===== src/logic/pipe_pkg.sv =====
`default_nettype none

package pipe_pkg;

  // what occupies a pipeline slot, carried down to the writeback trace
  typedef enum logic [1:0] {
    CYCLE_RESET        = 2'd0,
    CYCLE_NO_STALL     = 2'd1,
    CYCLE_TAKEN_BRANCH = 2'd2
  } cycle_status_e;

  // all-zero word fills squashed slots and decodes as no operation
  localparam logic [31:0] NOP_WORD = 32'h0000_0000;

endpackage

`default_nettype wire


===== src/logic/rv_isa_pkg.sv =====
`default_nettype none

package rv_isa_pkg;

  localparam int XLEN = 32;

  typedef logic [4:0]      reg_addr_t;
  typedef logic [XLEN-1:0] word_t;

  // major opcodes handled by this core
  localparam logic [6:0] OP_LUI     = 7'b0110111;
  localparam logic [6:0] OP_AUIPC   = 7'b0010111;
  localparam logic [6:0] OP_BRANCH  = 7'b1100011;
  localparam logic [6:0] OP_REG_IMM = 7'b0010011;
  localparam logic [6:0] OP_REG_REG = 7'b0110011;
  localparam logic [6:0] OP_ENVIRON = 7'b1110011;

  // alu funct3
  localparam logic [2:0] F3_ADD_SUB = 3'b000;
  localparam logic [2:0] F3_SLL     = 3'b001;
  localparam logic [2:0] F3_SLT     = 3'b010;
  localparam logic [2:0] F3_SLTU    = 3'b011;
  localparam logic [2:0] F3_XOR     = 3'b100;
  localparam logic [2:0] F3_SRL_SRA = 3'b101;
  localparam logic [2:0] F3_OR      = 3'b110;
  localparam logic [2:0] F3_AND     = 3'b111;

  // branch funct3
  localparam logic [2:0] F3_BEQ  = 3'b000;
  localparam logic [2:0] F3_BNE  = 3'b001;
  localparam logic [2:0] F3_BLT  = 3'b100;
  localparam logic [2:0] F3_BGE  = 3'b101;
  localparam logic [2:0] F3_BLTU = 3'b110;
  localparam logic [2:0] F3_BGEU = 3'b111;

  // selects sub and the arithmetic right shift
  localparam logic [6:0] FUNCT7_ALT = 7'b0100000;

  typedef struct packed {
    logic [6:0] funct7;
    reg_addr_t  rs2;
    reg_addr_t  rs1;
    logic [2:0] funct3;
    reg_addr_t  rd;
    logic [6:0] opcode;
  } r_fmt_t;

  typedef struct packed {
    logic [11:0] imm12;
    reg_addr_t   rs1;
    logic [2:0]  funct3;
    reg_addr_t   rd;
    logic [6:0]  opcode;
  } i_fmt_t;

  // branch offset bits are scattered over the word
  typedef struct packed {
    logic       imm12;
    logic [5:0] imm10_5;
    reg_addr_t  rs2;
    reg_addr_t  rs1;
    logic [2:0] funct3;
    logic [3:0] imm4_1;
    logic       imm11;
    logic [6:0] opcode;
  } b_fmt_t;

  typedef struct packed {
    logic [19:0] imm20;
    reg_addr_t   rd;
    logic [6:0]  opcode;
  } u_fmt_t;

  typedef union packed {
    r_fmt_t r;
    i_fmt_t i;
    b_fmt_t b;
    u_fmt_t u;
  } rv_insn_u;

endpackage

`default_nettype wire


===== src/logic/retire_unit.sv =====
`default_nettype none

module retire_unit
  import rv_isa_pkg::*;
  import pipe_pkg::*;
(
  input  wire                clk,
  input  wire                rst,
  input  wire word_t         m_pc,
  input  wire word_t         m_insn,
  input  wire cycle_status_e m_status,
  input  wire word_t         m_result,
  output reg_addr_t          mem_rd,
  output word_t              mem_data,
  output logic               wb_we,
  output reg_addr_t          wb_rd,
  output word_t              wb_data,
  output logic               halt,
  output word_t              trace_pc,
  output word_t              trace_insn,
  output cycle_status_e      trace_status,
  output logic               trace_rd_we,
  output reg_addr_t          trace_rd,
  output word_t              trace_rd_data
);

  rv_insn_u  m_word;
  rv_insn_u  w_insn;
  reg_addr_t w_rd;
  logic      m_writes;

  assign m_word = m_insn;

  // only alu, lui and auipc results go to the register file
  always_comb begin
    case (m_word.r.opcode)
      OP_LUI, OP_AUIPC, OP_REG_IMM, OP_REG_REG: m_writes = 1'b1;
      default:                                  m_writes = 1'b0;
    endcase
  end

  // no data memory here, so the memory stage just offers its result for forwarding
  assign mem_rd   = m_writes ? m_word.r.rd : '0;
  assign mem_data = m_result;

  always_ff @(posedge clk) begin
    if (rst) begin
      trace_pc     <= '0;
      w_insn       <= NOP_WORD;
      trace_status <= CYCLE_RESET;
      wb_we        <= 1'b0;
    end else begin
      trace_pc     <= m_pc;
      w_insn       <= m_insn;
      trace_status <= m_status;
      wb_we        <= m_writes;
    end
  end

  always_ff @(posedge clk) begin
    w_rd    <= m_word.r.rd;
    wb_data <= m_result;
  end

  assign wb_rd = wb_we ? w_rd : '0;

  // ecall is the environment opcode with every other field zero
  assign halt = w_insn.i.opcode == OP_ENVIRON && w_insn[31:7] == 25'd0;

  assign trace_insn    = w_insn;
  assign trace_rd_we   = wb_we;
  assign trace_rd      = wb_rd;
  assign trace_rd_data = wb_data;

  assert property (@(posedge clk) disable iff (rst) halt |-> !wb_we)
    else $error("retire_unit: register write on the halting slot");

endmodule

`default_nettype wire


===== config.mk =====
export PLATFORM = sky130hd
export DESIGN_NAME = retire_unit
export DESIGN_NICKNAME = d
export VERILOG_FILES = /design/src/logic/pipe_pkg.sv /design/src/logic/rv_isa_pkg.sv /design/src/logic/retire_unit.sv
export SDC_FILE = /design/constraint.sdc
export NUM_CORES = 1
export LEC_CHECK = 0
export CORE_ASPECT_RATIO = 0.5
export CORE_MARGIN = 2
export CORE_UTILIZATION = 30
export DETAILED_ROUTE_END_ITERATION = 10
export DONT_BUFFER_PORTS = 1
export GPL_TIMING_DRIVEN = 0
export HOLD_SLACK_MARGIN = 0.02
export MAX_ROUTING_LAYER = met4
export PLACE_DENSITY = 0.43
export RECOVER_POWER = 100
export SLEW_MARGIN = 25
export SYNTH_ARGS = -nofsm -noshare
export SYNTH_HDL_FRONTEND = slang
export SYNTH_SLANG_ARGS = --single-unit
export TNS_END_PERCENT = 10

===== constraint.sdc =====
create_clock -name clk -period 1.2 [get_ports clk]
set_clock_uncertainty 0.1 [all_clocks]
set_input_delay 0.3 -clock clk [delete_from_list [all_inputs] [get_ports clk]]
set_output_delay 0.3 -clock clk [all_outputs]
set_load 0.02 [all_outputs]

=== Word-level counts from Yosys, hierarchy flattened ===
Cells that the tools add are included.

* Equal/unequal tests: 5
* Muxes and demuxes: 3
* Reductions and logical operators: 3

{| class="wikitable"
|+ Operators with widths
! kind !! count
|-
| 25-bit logical NOT || 1
|-
| 7-bit by 5-bit == test with 1-bit output, second input constant || 2
|-
| 7-bit by 6-bit == test with 1-bit output, second input constant || 2
|-
| 5-bit 2-to-1 mux || 2
|-
| 7-bit == test, second input constant || 1
|-
| 4-bit OR reduction || 1
|-
| 1-bit logical AND || 1
|-
| 1-bit 2-to-1 mux || 1
|}

* Register bits: 104

=== Longest topological paths before layout ===
Gate-level depths: netlist (run 1).

* Depth in word-level cells: 4
* Depth in mapped cells: 3
* Gate-level depth less buffers: 3

=== Worst setup path after synthesis (run 1) ===
OpenSTA, ideal clock, no wires.

* Path kind: register to output
* Start: reg w_insn, in the netlist trace_insn[26]
* End: out halt
* Data arrival time: 1.290 ns
* Required time: 0.800 ns
* Slack: -0.490 ns
* Cell stages (with the launch flop): 4
* Buffers on the path: 0
* Cells stage by stage: dfxtp_1 > nor4_1 > nand4_1 > nor4_2

* Word-level cells in the longest chain between the ends: 2

{| class="wikitable"
|+ RTL lines
! item !! RTL line !! source
|-
| start, declared || retire_unit.sv:28 || <nowiki>rv_insn_u w_insn;</nowiki>
|-
| start signal, assigned || retire_unit.sv:54 || <nowiki>w_insn <= m_insn;</nowiki>
|-
| 25-bit logical NOT || retire_unit.sv:68 || <nowiki>assign halt = w_insn.i.opcode == OP_ENVIRON && w_insn[31:7] == 25'd0;</nowiki>
|-
| 1-bit logical AND || retire_unit.sv:68 ||
|-
| end, declared || retire_unit.sv:18 || <nowiki>output logic halt,</nowiki>
|}

No other way between the ends.

=== Final worst setup path (run 1) ===
Ends and elaborated chain as after synthesis.

==> metrics.yaml, run 1 <==
status: "finished with violations"
violations: "setup timing"
port_buffers: 0
report.final.slew_viol_count: 0
endpoint_kind: "output port"
grt_pass1_vias: 2366
clk_path_buf_depth: 2
ys_warn_count: 0
syn_inst: 272
start_kind: "register"
coreArea_um2: 10300
rsz0062_at_grt: "true"
whs_path_depth: 2
post_route_cells_drive_above_1_share: 0.443
num_vias: 2102
core.rowCount: 26
irDropWorstVdd_mv: 0.567
place_area_um2: 3400
cts_tree: "built"
fin_crit_ns: 2.03
holdPathEnd: "trace_rd_we$_SDFF_PP0_"
grt_max_degree: 20
cts_buffers: 9
antenna_found_initial: 0
arrival_ns: 1.63
synth_seq_cells: 104
clock_tree.root_cell: "clkbuf_16"
syn_nets: 372
worst_ep_required_time_ns: 0.80
setup_slack_ns: -0.831
finalHoldViolCount: 0
syn-mean-instance-area_um2: 11.8
htree_levels: 3
clk_pin_slew_ns: 0.07
synth.area.top_cells: "dfxtp_1 (65%), buf_4 (16%), nor2b_1 (13%)"
yosysTopAreaCellShare: 0.647
post_cts_buffers: 0
grt.overflow.total: 0
diodes: 0
drv_cap: 0
slew_headroom: 0.656
hp-class: "in -> reg"
nets: 481
syn_to_final_growth_pct: 51.9
die_area_um2: 11600
cts_num_sinks: 104
wire_per_inst_um: 16.9
hold_start: "m_insn[4]"
synth.distinct_cells: 14
ys_seq_area_frac: 0.647
routed_wirelength_mm: 8.88
ant_nets: 0
p_leak_nw: 1.95
grt_pass1_wl_mm: 13.0
die_y_um: 77.2
start_util: 0.312
die_w_um: 150
dp_hpwl_mm: 6.01
synth_area_um2: 3220
io_pins: 280
seqCellArea_um2: 2220
fillCellCount: 981
fmax_ghz: 0.492
timing.final.crit_share: 1.69
drt_iter0_markers: 53
worstPathMaxFanout: 2
p_per_area_nw_per_um2: 1580
drtPass1Iterations: 3
final_util: 0.474
multi_input_area_um2: 622
gp_congestion: 0.686
design_area_um2: 4880
setup_viol: 49
synth_top_cell_by_area: "dfxtp_1"
tightest_slew_ns: 0.517
track_usage: 0.155
drc: 0
worst-setup-path-type: "reg -> out"
via_per_inst: 4.00
-- cells by family after synthesis --
| group | after synthesis | synth area share |
|---|---|---|
| and+or+nand+nor | 91 | 0.179 |
| buffers and inverters | 77 | 0.173 |
| DFF | 104 | 0.647 |
-- report_power, final --
part / total [mW] / internal [mW] / leakage (nW) / switching, mW
Sequential: 4.02 / 3.67 / 0.890 / 0.356
Clock: 2.98 / 1.66 / 0.149 / 1.32
Combinational: 0.730 / 0.415 / 0.914 / 0.314
-- worst max path at each step --
stage / to / from / slack [ns]
after floorplan: halt / trace_insn[13]$_SDFF_PP0_ / -0.33
after global placement: halt / trace_insn[15]$_SDFF_PP0_ / -0.56
after detailed placement: halt / trace_insn[15]$_SDFF_PP0_ / -0.55
after CTS: halt / trace_insn[26]$_SDFF_PP0_ / -0.88
after global routing: halt / trace_insn[26]$_SDFF_PP0_ / -0.89
final: halt / trace_insn[26]$_SDFF_PP0_ / -0.83
-- routing by layer --
metal	GRT usage	wire length, um	vias up
met5	-	0	-
met3	0.0625	766	11
met4	0.0462	112	0
met1	0.133	2870	988
met2	0.304	5130	108
li1	-	-	995
-- cell usage in the layout (no fill, tap or decap), types with 2 or more instances in the layout --
| master | n |
|---|---|
| clkbuf_16 | 9 |
| and2_2 | 5 |
| dfxtp_2 | 93 |
| dfxtp_1 | 5 |
| buf_6 | 37 |
| nor4_4 | 2 |
| nand4b_1 | 2 |
| inv_6 | 3 |
| buf_2 | 4 |
| dfxtp_4 | 6 |
| dlygate4sd3_1 | 98 |
| nor2b_1 | 66 |
| and2_4 | 5 |
| clkbuf_1 | 35 |
| nor4_1 | 4 |
-- metrics by stage --
step                      std cells  TNS (ns)  worst slack, ns  hold slack (ns)  power, mW
after floorplan                 272     -1.48           -0.326            0.228       4.45
after global placement          412     -3.27           -0.562            0.228       4.54
after detailed placement        412     -3.26           -0.553            0.228       4.54
after CTS                       526     -6.29           -0.885           0.0391       7.83
after global routing            526     -8.22           -0.892           0.0304       8.07
final                           526     -6.34           -0.831           0.0488       7.73
-- sequential cells by signal, summed over array words and instances (netlist names) --
name and cells:
w_rd 5, trace_rd_we 1, trace_status 2, trace_pc 32, trace_insn 32, trace_rd_data 32
-- layout make-up --
| type | instances | area share |
|---|---|---|
| flip-flops and latches | 104 | 0.455 |
| repair buffers | 98 | 0.201 |
| multi-input cells | 91 | 0.127 |
| plain buffers | 77 | 0.118 |
| clock buffers | 9 | 0.0461 |
| well taps | 140 | 0.0359 |
| clock inverters | 7 | 0.0172 |
-- synth_stat cells (all sizes together) --
cell / instances
nor3: 1
nor2: 2
buf: 74
nor2b: 66
nand4b: 2
dfxtp: 104
nand2: 1
and2: 10
nand4: 1
nand3: 1
nor4: 7
clkbuf: 3
-- critical path: stages, from the launching register on --
cell and delay (ns):
dfxtp_2 0.36, nor4_1 0.38, nand4_1 0.20, nor4_4 0.34
-- timing repair --
| action | in CTS | in global routing |
|---|---|---|
| endpoints found under the hold margin | 104 | 0 |
| hold buffers | 98 | 0 |
| pin swaps | 5 | 1 |
| setup endpoints to repair | 114 | 76 |
| resized for setup | 154 | 29 |
| gates cloned | 0 | 0 |
No activity file was read; power rests on OpenSTA's default activity.
==> run 2, diff against run 1 <==
--- a/config.mk
+++ b/config.mk
@@ -5,6 +5,8 @@
 export SDC_FILE = /design/constraint.sdc
 export NUM_CORES = 1
 export LEC_CHECK = 0
+export CELL_PAD_IN_SITES_DETAIL_PLACEMENT = 1
+export CELL_PAD_IN_SITES_GLOBAL_PLACEMENT = 1
 export CORE_ASPECT_RATIO = 0.5
 export CORE_MARGIN = 2
 export CORE_UTILIZATION = 30
@@ -13,7 +15,7 @@
 export GPL_TIMING_DRIVEN = 0
 export HOLD_SLACK_MARGIN = 0.02
 export MAX_ROUTING_LAYER = met4
-export PLACE_DENSITY = 0.43
+export PLACE_DENSITY = 0.55
 export RECOVER_POWER = 100
 export SLEW_MARGIN = 25
 export SYNTH_ARGS = -nofsm -noshare
==> constraint.sdc (replaced) <==
create_clock -name clk -period 2.3 [get_ports clk]
set_clock_uncertainty 0.1 [all_clocks]
set_input_delay 0.575 -clock clk [delete_from_list [all_inputs] [get_ports clk]]
set_output_delay 0.575 -clock clk [all_outputs]
set_load 0.02 [all_outputs]
==> run 2 against run 1 <==
Clock power shrank 54%. Power shrank 52%. Core utilization shrank 12 points. Largest power group unchanged. First-iteration DRC count shrank 42%. Count of clock-buffer cells in the layout is the same. Sequential power shrank 48%. Die area is the same. Routed wire length shrank 12%. Final area shrank 26%. Hold slack gained 0.11 ns. Critical path depth is the same. The flow still finishes with violations (setup timing). Sequential share of layout area grew 13 points.
==> metrics.yaml, run 2 (synthesis gave the netlist of run 1 again) <==
status: "finished with violations"
violations: "setup timing"
num_vias: 1738  # -17%
worst_ep_required_time_ns: 1.62  # +0.82 ns
post_route_cells_drive_above_1_share: 0.251  # -0.192
clock_tree.root_cell: "clkbuf_16"
dp_hpwl_mm: 6.36  # +5.7%
final_cell_mix: "dfxtp_1 (91), nor2b_1 (66), clkbuf_1 (39)"
crit_chain: "nor4_4 -> nand4_1 -> nor4_4"
fmax_ghz: 0.427
nets: 383  # -20%
drv_cap: 0  # unchanged
syn_to_final_growth_pct: 12.6
grt_pass1_wl_mm: 11.0  # -15%
rsz0062_at_grt: "true"
routed_wirelength_mm: 7.85  # -12%
final_util: 0.351  # -0.122
power_mw: 3.69  # -52%
irDropWorstVdd_mv: 0.302  # -47%
swShare: 0.261  # +0.00386
cts_num_sinks: 104  # unchanged
grt_pass1_vias: 1844  # -22%
core.rowCount: 26  # unchanged
worst-setup-path-type: "reg -> out"
cts_tree: "built"
die_y_um: 77.2  # unchanged
finalHoldViolCount: 0  # unchanged
clk_pin_slew_ns: 0.07  # about the same
netSwitchingPower_uw: 964  # -52%
timing.final.crit_share: 1.02
arrival_ns: 1.67  # +0.04 ns
seqPwrFrac: 0.565  # +0.045
track_usage: 0.131  # -0.0236
ant_nets: 0  # unchanged
fillCellCount: 1144  # +17%
grt_max_degree: 18  # -10%
internal-power_mw: 2.72  # -53%
drtPass1Iterations: 2  # -1
drc: 0  # unchanged
grt.overflow.total: 0  # unchanged
worstPathMaxFanout: 2  # unchanged
die_w_um: 150  # unchanged
endpoint_kind: "output port"
clk_path_buf_depth: 2  # unchanged
via_per_inst: 4.06  # +1.6%
drt_iter0_markers: 31  # -42%
tightest_slew_ns: 0.458  # -0.0586 ns
start_kind: "register"
p_clk_frac: 0.373  # -0.012
setup_viol: 1  # -98%
cpMaxStageDelayCell: "nor4_4"
wire_per_inst_um: 18.3  # +8.6%
io_pins: 280  # unchanged
die_area_um2: 11600  # unchanged
p_per_area_nw_per_um2: 1020  # -36%
htree_levels: 3  # unchanged
port_buffers: 0  # unchanged
slew_headroom: 0.695  # +0.0391
coreArea_um2: 10300  # unchanged
critPathMostFrequentCell: "nor4_4"
combPwrFrac: 0.062  # -0.032
critical_path.top_delay_family: "simple AND/OR/NAND/NOR gates"
cts_buffers: 9  # unchanged
gp_congestion: 0.746  # +8.6%
layout_commonest_cell: "dfxtp_1"
report.final.slew_viol_count: 0  # unchanged
hp-class: "in -> reg"
fin_crit_ns: 2.34
layoutNonFillerInstCount: 428  # -19%
p_leak_nw: 1.45  # -26%
slowest_delay_ns: 0.48  # +0.10 ns
antenna_found_initial: 1  # +1
setup_slack_ns: -0.0405  # +0.791 ns
start_util: 0.312  # unchanged
critPathBufInv: 0  # unchanged
place_inst: 412  # unchanged
run 2: changes by cell type in the layout (fill, tap and decap cells not counted), moves of 5 or more:
cell           delta
and2_2            -5
dfxtp_1          +86
and2_4            -5
dlygate4sd3_1    -98
dfxtp_2          -83
buf_4            +37
and2_1           +10
buf_6            -37
run 2: path summary, 6_finish.rpt:
check	from	endpoint	slack, ns	depth (start not counted)
setup / recovery	trace_insn[27]$_SDFF_PP0_	halt	-0.04	3
hold / removal	m_insn[9]	w_rd[2]$_DFF_P_	0.16	0
run 2: cell type report:
class	count	area [um^2]	area share
buffer	77	432	0.119
clock buffer	9	225	0.0622
antenna	1	2.50	0.000691
sequential	104	2110	0.581
tap	140	175	0.0484
clock inverter	6	45.0	0.0124
multi-input combinational	91	637	0.176
run 2: per-stage QoR:
step | hold slack [ns] | cell area (um^2) | TNS, ns | setup WS (ns)
after global placement | 0.503 | 3390 | 0 | 0.0713
after global routing | 0.132 | 3620 | -0.140 | -0.140
after detailed placement | 0.503 | 3390 | 0 | 0.0340
final | 0.161 | 3620 | -0.0405 | -0.0405
after floorplan | 0.503 | 3220 | 0 | 0.335
after CTS | 0.142 | 3720 | 0 | 0.000503
run 2: metal layers:
| metal | track usage | up-vias | wire length [um] |
|---|---|---|---|
| met3 | 0.0571 | 12 | 756 |
| met4 | 0.0481 | 0 | 116 |
| met5 | - | - | 0 |
| met1 | 0.119 | 812 | 2570 |
| li1 | - | 797 | - |
| met2 | 0.242 | 117 | 4410 |
run 2: power groups by stage:
stage / logic [mW] / registers [mW] / clock network (mW)
after floorplan: 0.227 / 2.09 / 0
after global placement: 0.249 / 2.12 / 0
after detailed placement: 0.254 / 2.12 / 0
after CTS: 0.257 / 2.08 / 1.44
after global routing: 0.247 / 2.09 / 1.54
final: 0.229 / 2.08 / 1.38
run 2: what timing repair did:
action                                  in CTS  in global routing
hold buffers                                 0                  0
pin swaps                                    3                  4
setup buffers                                0                  0
endpoints found under the setup margin       1                  1
gates cloned                                 0                  0
gates resized for setup                     16                  8
